File: config.mk
export PLATFORM = sky130hd
export DESIGN_NAME = conv_engine_top
export DESIGN_NICKNAME = d
export VERILOG_FILES = /design/src/verilog/conv_pkg.sv /design/src/verilog/conv_window_if.sv /design/src/verilog/conv_cfg_apb.sv /design/src/verilog/conv_engine_top.sv /design/src/verilog/conv_mac.sv /design/src/verilog/conv_window.sv /design/src/verilog/conv_window_fifo.sv
export SDC_FILE = /design/constraint.sdc
export NUM_CORES = 2
export LEC_CHECK = 0
export BUFFER_PORTS_ARGS = -buffer_cell sky130_fd_sc_hd__buf_2
export CAP_MARGIN = 15
export CORE_MARGIN = 5
export CORE_UTILIZATION = 40
export CTS_CLUSTER_DIAMETER = 80
export DETAILED_ROUTE_END_ITERATION = 16
export SETUP_SLACK_MARGIN = 0.05
export SYNTH_ARGS = -nofsm -noshare
export SYNTH_HDL_FRONTEND = slang
export SYNTH_SLANG_ARGS = --single-unit
File: constraint.sdc
create_clock -name aclk -period 9.2 [get_ports aclk]
set_clock_uncertainty 0.05 [all_clocks]
set_input_delay 1.84 -clock aclk [delete_from_list [all_inputs] [get_ports aclk]]
set_output_delay 1.84 -clock aclk [all_outputs]
set_load 0.01 [all_outputs]
File: src/verilog/conv_pkg.sv
`default_nettype none

package conv_pkg;

    localparam int DATA_WIDTH   = 16;
    localparam int KERNEL_W_MAX = 3;
    localparam int COLS_WIDTH   = 10;
    localparam int ACC_WIDTH    = 34;  // three full-scale products fit
    localparam int APB_AW       = 4;
    localparam int APB_DW       = 32;

    typedef logic signed [DATA_WIDTH-1:0] pixel_t;
    typedef logic signed [ACC_WIDTH-1:0]  acc_t;

    // control register layout, bit 0 first from the bottom
    typedef struct packed {
        logic [APB_DW-COLS_WIDTH-5:0] reserved;
        logic [COLS_WIDTH-1:0]        cols_1;
        logic [1:0]                   kernel_w_1;
        logic                         is_max;
        logic                         is_relu;
    } conv_cfg_t;

    typedef union packed {
        logic [APB_DW-1:0] raw;  // bus view
        conv_cfg_t         f;    // datapath view
    } conv_cfg_u;

    localparam logic [APB_AW-1:0] ADDR_CTRL = 4'h0;
    localparam logic [APB_AW-1:0] ADDR_W0   = 4'h4;
    localparam logic [APB_AW-1:0] ADDR_W1   = 4'h8;
    localparam logic [APB_AW-1:0] ADDR_W2   = 4'hC;

endpackage

`default_nettype wire

File: src/verilog/conv_window_if.sv
`default_nettype none

interface conv_window_if;

    logic                                             valid;
    logic                                             ready;
    conv_pkg::pixel_t [conv_pkg::KERNEL_W_MAX-1:0]    taps;  // tap 0 oldest
    logic                                             last;  // final window of a row

    modport producer (
        output valid,
        output taps,
        output last,
        input  ready
    );

    modport consumer (
        input  valid,
        input  taps,
        input  last,
        output ready
    );

endinterface

`default_nettype wire
File: src/verilog/conv_cfg_apb.sv
`default_nettype none

module conv_cfg_apb (
    input  wire logic                                          aclk,
    input  wire logic                                          rst_n,
    input  wire logic                                          psel,
    input  wire logic                                          penable,
    input  wire logic                                          pwrite,
    input  wire logic [conv_pkg::APB_AW-1:0]                   paddr,
    input  wire logic [conv_pkg::APB_DW-1:0]                   pwdata,
    output logic [conv_pkg::APB_DW-1:0]                        prdata,
    output logic                                               pready,
    output logic                                               pslverr,
    output conv_pkg::conv_cfg_u                                cfg,
    output conv_pkg::pixel_t [conv_pkg::KERNEL_W_MAX-1:0]      weights
);

    logic access;

    assign access  = psel && penable;
    assign pready  = 1'b1;  // zero wait states
    assign pslverr = access && (paddr > conv_pkg::ADDR_W2);

    always_ff @(posedge aclk) begin
        if (!rst_n) begin
            cfg.raw <= '0;
            weights <= '0;
        end else if (access && pwrite) begin
            case (paddr)
                conv_pkg::ADDR_CTRL: cfg.raw    <= pwdata;
                conv_pkg::ADDR_W0:   weights[0] <= pwdata[conv_pkg::DATA_WIDTH-1:0];
                conv_pkg::ADDR_W1:   weights[1] <= pwdata[conv_pkg::DATA_WIDTH-1:0];
                conv_pkg::ADDR_W2:   weights[2] <= pwdata[conv_pkg::DATA_WIDTH-1:0];
                default: ;  // unmapped, dropped
            endcase
        end
    end

    // readback, weights sign-extended to the bus width
    always_comb begin
        prdata = '0;
        if (access && !pwrite) begin
            case (paddr)
                conv_pkg::ADDR_CTRL: prdata = cfg.raw;
                conv_pkg::ADDR_W0:   prdata = conv_pkg::APB_DW'(weights[0]);
                conv_pkg::ADDR_W1:   prdata = conv_pkg::APB_DW'(weights[1]);
                conv_pkg::ADDR_W2:   prdata = conv_pkg::APB_DW'(weights[2]);
                default:             prdata = '0;
            endcase
        end
    end

endmodule

`default_nettype wire

File: src/verilog/conv_engine_top.sv
`default_nettype none

module conv_engine_top #(
    parameter int FIFO_DEPTH = 4
) (
    input  wire logic                           aclk,
    input  wire logic                           rst_n,

    input  wire logic                           psel,
    input  wire logic                           penable,
    input  wire logic                           pwrite,
    input  wire logic [conv_pkg::APB_AW-1:0]    paddr,
    input  wire logic [conv_pkg::APB_DW-1:0]    pwdata,
    output logic [conv_pkg::APB_DW-1:0]         prdata,
    output logic                                pready,
    output logic                                pslverr,

    input  wire logic                           s_valid,
    input  wire conv_pkg::pixel_t               s_data,
    output logic                                s_ready,

    output logic                                m_valid,
    output conv_pkg::pixel_t                    m_data,
    output logic                                m_last,
    input  wire logic                           m_ready
);

    conv_pkg::conv_cfg_u                                cfg;
    conv_pkg::pixel_t [conv_pkg::KERNEL_W_MAX-1:0]      weights;

    conv_window_if win_in ();
    conv_window_if win_out ();

    conv_cfg_apb cfg_i (
        .aclk    (aclk),
        .rst_n   (rst_n),
        .psel    (psel),
        .penable (penable),
        .pwrite  (pwrite),
        .paddr   (paddr),
        .pwdata  (pwdata),
        .prdata  (prdata),
        .pready  (pready),
        .pslverr (pslverr),
        .cfg     (cfg),
        .weights (weights)
    );

    conv_window window_i (
        .aclk    (aclk),
        .rst_n   (rst_n),
        .s_valid (s_valid),
        .s_data  (s_data),
        .cfg     (cfg),
        .s_ready (s_ready),
        .win     (win_in.producer)
    );

    conv_window_fifo #(
        .FIFO_DEPTH (FIFO_DEPTH)
    ) fifo_i (
        .aclk  (aclk),
        .rst_n (rst_n),
        .wr    (win_in.consumer),
        .rd    (win_out.producer)
    );

    conv_mac mac_i (
        .aclk    (aclk),
        .rst_n   (rst_n),
        .cfg     (cfg),
        .weights (weights),
        .m_ready (m_ready),
        .win     (win_out.consumer),
        .m_valid (m_valid),
        .m_data  (m_data),
        .m_last  (m_last)
    );

endmodule

`default_nettype wire

File: src/verilog/conv_mac.sv
`default_nettype none

module conv_mac (
    input  wire logic                                         aclk,
    input  wire logic                                         rst_n,
    input  wire conv_pkg::conv_cfg_u                          cfg,
    input  wire conv_pkg::pixel_t [conv_pkg::KERNEL_W_MAX-1:0] weights,
    input  wire logic                                         m_ready,
    conv_window_if.consumer                                   win,
    output logic                                              m_valid,
    output conv_pkg::pixel_t                                  m_data,
    output logic                                              m_last
);

    localparam int KW = conv_pkg::KERNEL_W_MAX;
    localparam conv_pkg::acc_t SAT_HI =
        conv_pkg::acc_t'((1 << (conv_pkg::DATA_WIDTH - 1)) - 1);
    localparam conv_pkg::acc_t SAT_LO = -SAT_HI - 1;

    logic               stall;
    conv_pkg::pixel_t   tap_max;
    conv_pkg::acc_t     prod   [KW];
    conv_pkg::acc_t     s1_prod [KW];
    logic               s1_valid;
    logic               s1_last;
    conv_pkg::acc_t     sum;
    conv_pkg::pixel_t   sat;
    conv_pkg::pixel_t   result;

    assign stall     = m_valid && !m_ready;  // whole pipe freezes
    assign win.ready = !stall;

    // stage one: products, or the max placed in slot 0
    always_comb begin
        tap_max = win.taps[0];
        for (int i = 1; i < KW; i++) begin
            if (i <= int'(cfg.f.kernel_w_1) && win.taps[i] > tap_max) begin
                tap_max = win.taps[i];
            end
        end
        for (int i = 0; i < KW; i++) begin
            if (cfg.f.is_max) begin
                prod[i] = (i == 0) ? conv_pkg::acc_t'(tap_max) : '0;
            end else begin
                prod[i] = conv_pkg::acc_t'(win.taps[i]) * conv_pkg::acc_t'(weights[i]);
            end
        end
    end

    // stage two: sum, clamp, relu
    always_comb begin
        sum = '0;
        for (int i = 0; i < KW; i++) begin
            sum = sum + s1_prod[i];
        end
        if (sum > SAT_HI) begin
            sat = conv_pkg::pixel_t'(SAT_HI);
        end else if (sum < SAT_LO) begin
            sat = conv_pkg::pixel_t'(SAT_LO);
        end else begin
            sat = conv_pkg::pixel_t'(sum);
        end
        result = (cfg.f.is_relu && sat < 0) ? '0 : sat;
    end

    always_ff @(posedge aclk) begin
        if (!stall) begin
            s1_prod <= prod;
            m_data  <= result;
        end
    end

    always_ff @(posedge aclk) begin
        if (!rst_n) begin
            s1_valid <= 1'b0;
            s1_last  <= 1'b0;
            m_valid  <= 1'b0;
            m_last   <= 1'b0;
        end else if (!stall) begin
            s1_valid <= win.valid;
            s1_last  <= win.valid && win.last;  // never high on a bubble
            m_valid  <= s1_valid;
            m_last   <= s1_last;
        end
    end

endmodule

`default_nettype wire

File: src/verilog/conv_window.sv
`default_nettype none

module conv_window (
    input  wire logic                aclk,
    input  wire logic                rst_n,
    input  wire logic                s_valid,
    input  wire conv_pkg::pixel_t    s_data,
    input  wire conv_pkg::conv_cfg_u cfg,
    output logic                     s_ready,
    conv_window_if.producer          win
);

    localparam int KW = conv_pkg::KERNEL_W_MAX;

    conv_pkg::pixel_t [KW-1:0]          shreg;  // newest at top index
    logic [conv_pkg::COLS_WIDTH-1:0]    col;
    logic [1:0]                         kw1;
    logic                               accept;
    logic                               win_valid;
    logic                               win_last;

    assign kw1 = (cfg.f.kernel_w_1 > 2'(KW - 1)) ? 2'(KW - 1) : cfg.f.kernel_w_1;

    // stall only while a finished window is still waiting
    assign s_ready   = !(win_valid && !win.ready);
    assign accept    = s_valid && s_ready;
    assign win.valid = win_valid;
    assign win.last  = win_last;

    always_ff @(posedge aclk) begin
        if (accept) begin
            shreg <= {s_data, shreg[KW-1:1]};
        end
    end

    always_ff @(posedge aclk) begin
        if (!rst_n) begin
            col       <= '0;
            win_valid <= 1'b0;
            win_last  <= 1'b0;
        end else begin
            if (win_valid && win.ready) begin
                win_valid <= 1'b0;
            end
            if (accept) begin
                if (col >= conv_pkg::COLS_WIDTH'(kw1)) begin
                    win_valid <= 1'b1;
                    win_last  <= (col == cfg.f.cols_1);
                end
                col <= (col == cfg.f.cols_1) ? '0 : col + 1'b1;  // next row
            end
        end
    end

    // align the newest kw1+1 pixels to tap 0 upward, zero the rest
    always_comb begin
        for (int i = 0; i < KW; i++) begin
            if (i <= int'(kw1)) begin
                win.taps[i] = shreg[i + KW - 1 - int'(kw1)];
            end else begin
                win.taps[i] = '0;
            end
        end
    end

endmodule

`default_nettype wire

File: src/verilog/conv_window_fifo.sv
`default_nettype none

module conv_window_fifo #(
    parameter int FIFO_DEPTH = 4
) (
    input  wire logic        aclk,
    input  wire logic        rst_n,
    conv_window_if.consumer  wr,
    conv_window_if.producer  rd
);

    localparam int KW = conv_pkg::KERNEL_W_MAX;
    localparam int AW = $clog2(FIFO_DEPTH);

    conv_pkg::pixel_t [KW-1:0]  mem_taps [FIFO_DEPTH];
    logic                       mem_last [FIFO_DEPTH];
    logic [AW:0]                wr_ptr;  // msb is the wrap bit
    logic [AW:0]                rd_ptr;
    logic                       full;
    logic                       empty;
    logic                       push;
    logic                       pop;

    assign empty = (wr_ptr == rd_ptr);
    assign full  = (wr_ptr[AW] != rd_ptr[AW]) && (wr_ptr[AW-1:0] == rd_ptr[AW-1:0]);
    assign push  = wr.valid && wr.ready;
    assign pop   = rd.valid && rd.ready;

    assign wr.ready = !full;
    assign rd.valid = !empty;
    assign rd.taps  = mem_taps[rd_ptr[AW-1:0]];
    assign rd.last  = mem_last[rd_ptr[AW-1:0]];

    always_ff @(posedge aclk) begin
        if (push) begin
            mem_taps[wr_ptr[AW-1:0]] <= wr.taps;
            mem_last[wr_ptr[AW-1:0]] <= wr.last;
        end
    end

    always_ff @(posedge aclk) begin
        if (!rst_n) begin
            wr_ptr <= '0;
            rd_ptr <= '0;
        end else begin
            if (push) begin
                wr_ptr <= wr_ptr + 1'b1;
            end
            if (pop) begin
                rd_ptr <= rd_ptr + 1'b1;
            end
        end
    end

endmodule

`default_nettype wire

* Word level (Yosys, flattened, before mapping)
Memories as Yosys holds them, arrays and structs flattened. A register that Yosys moved wholly into a read port is not among the register bits.
Cells that the tools add are included.
** Storage, ports and cells
- Register bits after elaboration :: 268
- Memory bits (writable) :: 196
- Word-level logic and storage cells :: 110
- Memories kept :: 2
** Memory list
- fifo_i.mem_taps :: depth 4, bits a word 48, read ports 1, clocked after Yosys merged registers in 1, wr ports 1, line conv_window_fifo.sv:15 : conv_pkg::pixel_t [KW-1:0] mem_taps [FIFO_DEPTH];
- fifo_i.mem_last :: depth 4, bits a word 1, read ports 1, clocked after Yosys merged registers in 1, wr ports 1, line conv_window_fifo.sv:16 : logic mem_last [FIFO_DEPTH];
** Operators by class
- $add $sub $neg :: 8
- Multiply operators :: 3
- Magnitude comparators :: 15
- Equality and inequality tests :: 7
- Muxes and demuxes :: 29
- Reductions and logical operators :: 26
** Operators by type and width (count)
- 2-to-1 mux 16 bit :: 12
- one-hot mux 32 bit (4 select lines) :: 1
- binary-select mux 16 bit (select 2 bit) :: 3
- less-than comparator 32 x 4 -> 1 bit (second input constant) :: 3
- multiplier 16 x 16 -> 32 bit :: 3
- adder 34 bit :: 2
- > comparator 34 x 16 -> 1 bit (second input constant) :: 1
- less-than comparator 34 x 16 -> 1 bit (second input constant) :: 1
- 2-to-1 mux 34 bit :: 1
- > comparator 16 bit :: 2
- 2-to-1 mux 32 bit :: 1
- less-than comparator 16 x 1 -> 1 bit (second input constant) :: 1
- logical AND 1 bit :: 14
- adder 10 x 1 -> 10 bit (second input constant) :: 1
- == test 10 bit :: 1
- greater-or-equal comparator 10 x 2 -> 1 bit :: 1
- 2-to-1 mux 10 bit :: 1
- 2-to-1 mux 2 bit :: 5
- AND reduction 2 bit :: 5
- == test 4 bit (second input constant) :: 2
- adder 3 x 1 -> 3 bit (second input constant) :: 2
- logical NOT 1 bit :: 6
- subtractor 2 x 2 -> 3 bit (first input constant) :: 2
- 2-to-1 mux 1 bit :: 5
- 10 further kinds :: 12

* Logic depth before layout (Yosys ltp)
- Word-level depth :: 7
- Mapped depth :: 28

* By module
Synthesis repeated with hierarchy kept, for this count alone.
** Unflattened totals
- Cells, all modules :: 4997
- Area total of the unflattened synthesis :: 51620.8 um^2
** By module, submodules not included
- conv_mac :: times used 1, cells each 3985, area an instance 37319.5 um^2, sequential area each 3443.3 um^2
- conv_window_fifo :: times used 1, cells each 328, area an instance 7643.6 um^2, sequential area each 6045.8 um^2
- conv_cfg_apb :: times used 1, cells each 463, area an instance 3900.0 um^2, sequential area each 1601.5 um^2
- conv_window :: times used 1, cells each 221, area an instance 2757.6 um^2, sequential area each 1681.6 um^2

* Worst setup path after synthesis
OpenSTA, ideal clock, no wires.
- Path type :: reg-to-reg
- Start :: register (tool-made name)
- End :: register mac_i.s1_prod[64] (netlist bit) (data pin)
- Setup time :: 260 ps
- Arrival time :: 8078 ps
- Path slack :: 812 ps
- Stages on the path, launching flop included :: 28
- Path buffers :: 4
- Clock period less this slack :: 8388 ps
- Cells stage by stage :: dfxtp_1 > clkbuf_1 > buf_1 > clkbuf_1 > mux4_2 > buf_1 > and2_1 > fa_1 > inv_1 > fa_1 > fa_1 > inv_1 > fa_1 > fa_1 > inv_1 > fa_1 > inv_1 > ha_1 > a21oi_1 > nand2_1 > a221o_1 > o311ai_0 > o21ai_0 > o2111ai_1 > nand3b_1 > a21oi_1 > o21ai_0 > mux2_2
** RTL lines
- end signal: assignment :: line conv_mac.sv:68 : s1_prod <= prod;
- end: declaration :: line conv_mac.sv:23 : conv_pkg::acc_t s1_prod [KW];

==> results.py <==
metrics = {
    "run_status": {
        "outcome": "finished, final reports clean",
    },
    "synthesis": {
        "synth_top_family_by_area": "adder cells",
        "synth_area_leaders": "fa_1 (32%), edfxtp_1 (21%), ha_1 (7.8%), inv_1 (6.8%), and2_1 (4.5%)",
        "synthAdderAreaFrac_pct": 39.93,
        "muxShareOfSynthArea_pct": 3.818,
        "synth_simple_gate_area_share_pct": 13.32,
        "synth_edf_count": 356,
        "synth_nets": 6110,
        "yosysTopAreaCell": "fa_1",
        "ys_types": 79,
        "ys_seq_area_share_pct": 25.03,
        "synthXorXnorAreaFrac_pct": 2.283,
        "syn_area_per_cell_sq_um": 10.38,
        "yosysWarnings": 0,
        "synth.most_common_cell": "inv_1",
        "synth-compound-area-share_pct": 7.330,
        "synthCells": 4914,
        "yosys.area.top_type_share_pct": 32.14,
        "ys_ff_latch": 460,
        "synth_flop_cell": "edfxtp_1",
        "synth_area_sq_um": 51020,
        "synth_common_cells": "inv_1 (921), fa_1 (819), nand2_1 (610)",
        "synthArstFlopShare_pct": 0,
    },
    "clock_tree": {
        "htreeDepth": 2,
        "cts_tree": "done",
        "cts_num_sinks": 460,
        "clock-root-buffer": "clkbuf_16",
        "postCtsSetupBuffers": 0,
        "clockBufferDepth": 3,
        "path_clk_slew_ps": 70,
        "clkLatencyLatePin_ps": 650,
        "numCtsBuffers": 53,
        "cts_resized": 0,
        "hold_buffers": 0,
    },
    "drt": {
        "antenna_left": 0,
        "num_vias": 34680,
        "viasPerCell": 5.219,
        "drt_iter0_drc": 2874,
        "drcViolationCount": 0,
        "dr.pass1.iters": 6,
        "avgRoutedWirePerCell_um": 20.86,
        "wl_mm": 138.6,
    },
    "place": {
        "place_congestion": 0.8823,
        "placed_cell_area_sq_um": 53350,
        "dp_slack_ps": 740.3,
        "dpl.hpwl_mm": 109.5,
        "port_buffers": 110,
    },
    "cells_and_area": {
        "area_growth_pct": 8.120,
        "post-route-util_pct": 43.37,
        "drive_above_1_share_pct": 7.050,
        "n_fill_cell": 12087,
        "fin_area_sq_um": 55160,
        "layout.nets": 6130,
    },
    "worst_setup_path": {
        "path_class": "reg -> reg",
        "crit_slowest_cell": "mux4_2",
        "critPathBufInv": 4,
        "cp.arrival_ps": 8810,
        "crit_path_start_kind": "register",
        "cp_common_cell": "fa_1",
        "r2r_cells": 23,
        "timing.rr.end": "mac_i.s1_prod[64]$_SDFFCE_PP0N_",
        "crit_chain": "mux4_2 -> and2_1 -> fa_1 -> inv_1 -> fa_1 -> fa_1 -> inv_1 -> fa_1 -> fa_1 -> inv_1 -> fa_1 -> inv_1 -> ha_1 -> a21oi_1 -> nand2_1 -> a221o_1 -> o311ai_0 -> o21ai_0 -> o2111ai_1 -> nand3b_1 -> a21oi_1 -> o21ai_0 -> mux2_2",
        "crit_family": "adder cells",
        "r2r_setup_slack_ps": 730,
        "end_kind": "register",
        "cp_slowest_stage_delay_ps": 820,
        "critical_path.max_fanout": 25,
        "worstPathRequired_ps": 9540,
    },
    "power_and_ir_drop": {
        "power_leakage_nw": 26.15,
        "ir_drop_mv": 0.1644,
        "p_seq_share_pct": 36.9,
        "p_switching_mw": 2.651,
        "p_per_area_nw_per_um2": 127.6,
        "finalPower_mw": 7.036,
        "intPower_mw": 4.385,
        "clockPowerShare_pct": 30.9,
        "swShare_pct": 37.68,
        "p_comb_share_pct": 32.2,
    },
    "global_route": {
        "grt_max_degree": 95,
        "grt_usage_pct": 20.61,
        "grt_first_pass_wirelength_mm": 215.1,
        "grt_overflow_total": 0,
        "grt_antenna_before_repair": 13,
        "grt_pass1_vias": 35676,
    },
    "sta": {
        "relSlewSlack_pct": 27.62,
        "rsz0062_at_grt": "false",
        "period_minus_slack_ps": 8467,
        "setup_viol": 0,
        "hold_viol": 0,
        "setup_ws_ps": 732.8,
        "worst_pin_slew_ps": 1084,
        "min_period_over_period_pct": 92.03,
        "fin_setup_tns_ps": 0,
        "report.final.slew_viol_count": 0,
        "fmax_mhz": 118.1,
    },
    "die": {
        "design.die.area_sq_um": 134800,
        "die_w_um": 367.1,
        "rows": 131,
        "core_sq_um": 127200,
        "io_pins": 112,
        "initial_core_util_pct": 40.11,
        "die_h_um": 367.1,
    },
    "min_path": {
        "hp-class": "reg -> reg",
        "min_from": "cfg_i.cfg[21]$_SDFFE_PN0P_",
        "min_path_cells": 2,
        "whs_endpoint": "cfg_i.cfg[21]$_SDFFE_PN0P_",
    },
    "flow_run": {
        "drv_cap": 0,
    },
}
## layout by cell type, fill, tap and decap left out, drive strengths merged, types with 49 or more instances in the layout
master and n:
xnor2 84, buf 164, a21oi 113, and2 366
nor2 152, nand2 610, a21o 59, mux4 59
dfxtp 104, inv 927, mux2i 54, o21ai 103
fa 819, xor2 49, edfxtp 356, nor2b 62
ha 318, clkbuf 59, a21boi 67
## per-layer routing
| metal | vias to the layer above | global-route usage, % | wire length, um |
|---|---|---|---|
| li1 | 15683 | - | - |
| met4 | 2 | 4.486 | 3182 |
| met5 | - | 0 | 12 |
| met2 | 1043 | 34.16 | 65760 |
| met1 | 17795 | 28.92 | 60800 |
| met3 | 157 | 3.042 | 8876 |
## sequential cells by signal, summed over array words and instances, names as in the netlist, 3 cells and up, named ones only
name             count
cfg_i.cfg           32
cfg_i.weights       48
fifo_i.mem_last      4
fifo_i.mem_taps    192
fifo_i.rd_ptr        3
fifo_i.wr_ptr        3
mac_i.m_data        16
mac_i.s1_prod       96
window_i.col        10
window_i.shreg      48
## worst max path at each step
stage | slack, ps | start | cells past startpoint | end
4_1_cts | 690 | register | 23 | mac_i.s1_prod[64]$_SDFFCE_PP0N_
2_1_floorplan | 810 | register | 27 | mac_i.s1_prod[64]$_SDFFCE_PP0N_
5_1_grt | 260 | register | 23 | mac_i.s1_prod[100]$_DFFE_PN_
6_report | 730 | register | 23 | mac_i.s1_prod[64]$_SDFFCE_PP0N_
3_5_place_dp | 740 | register | 23 | mac_i.s1_prod[64]$_SDFFCE_PP0N_
3_3_place_gp | 780 | register | 23 | mac_i.s1_prod[64]$_SDFFCE_PP0N_
## kinds of logic after synthesis
logic type,Yosys count
AOI/OAI and AO/OA,548
xor gates and xnor gates,133
adders and majority gates,1137
buffers and inverters,1120
DFF,460
muxes,120
other,1
and+or+nand+nor,1395
## through the flow
step                hold slack, ps  std cells
floorplan                    390.5       4914
global placement             404.6       6541
detailed placement           409.2       6541
CTS                          418.7       6641
global route                 441.4       6641
finish                       417.5       6645
## layout make-up
cell class / instances / area (sq um) / share of cell area [%]
Sequential cell: 460 / 12780 / 23.17
Multi-Input combinational cell: 3334 / 34050 / 61.72
Antenna cell: 4 / 10.01 / 0.01815
Timing Repair Buffer: 164 / 980.9 / 1.778
Tap cell: 1662 / 2079 / 3.770
Clock buffer: 59 / 1359 / 2.463
Clock inverter: 41 / 445.4 / 0.8075
Inverter: 921 / 3460 / 6.272
## power by group through the flow
stage          Combinational [mW]  Clock, mW  Sequential (mW)
4_1_cts                      2.26       2.22             2.60
3_3_place_gp                 2.22          0             2.64
2_1_floorplan                1.44          0             2.54
6_report                     2.27       2.17             2.59
5_1_grt                      2.46       2.30             2.61
3_5_place_dp                 2.24          0             2.64
## worst min-delay path: cells and delay by family, from the launching register on
family	cells	cell delay, ps
and+or+nand+nor	1	50
DFF	1	310
AOI/OAI and AO/OA	1	60
(Power assumes the default switching activity.)
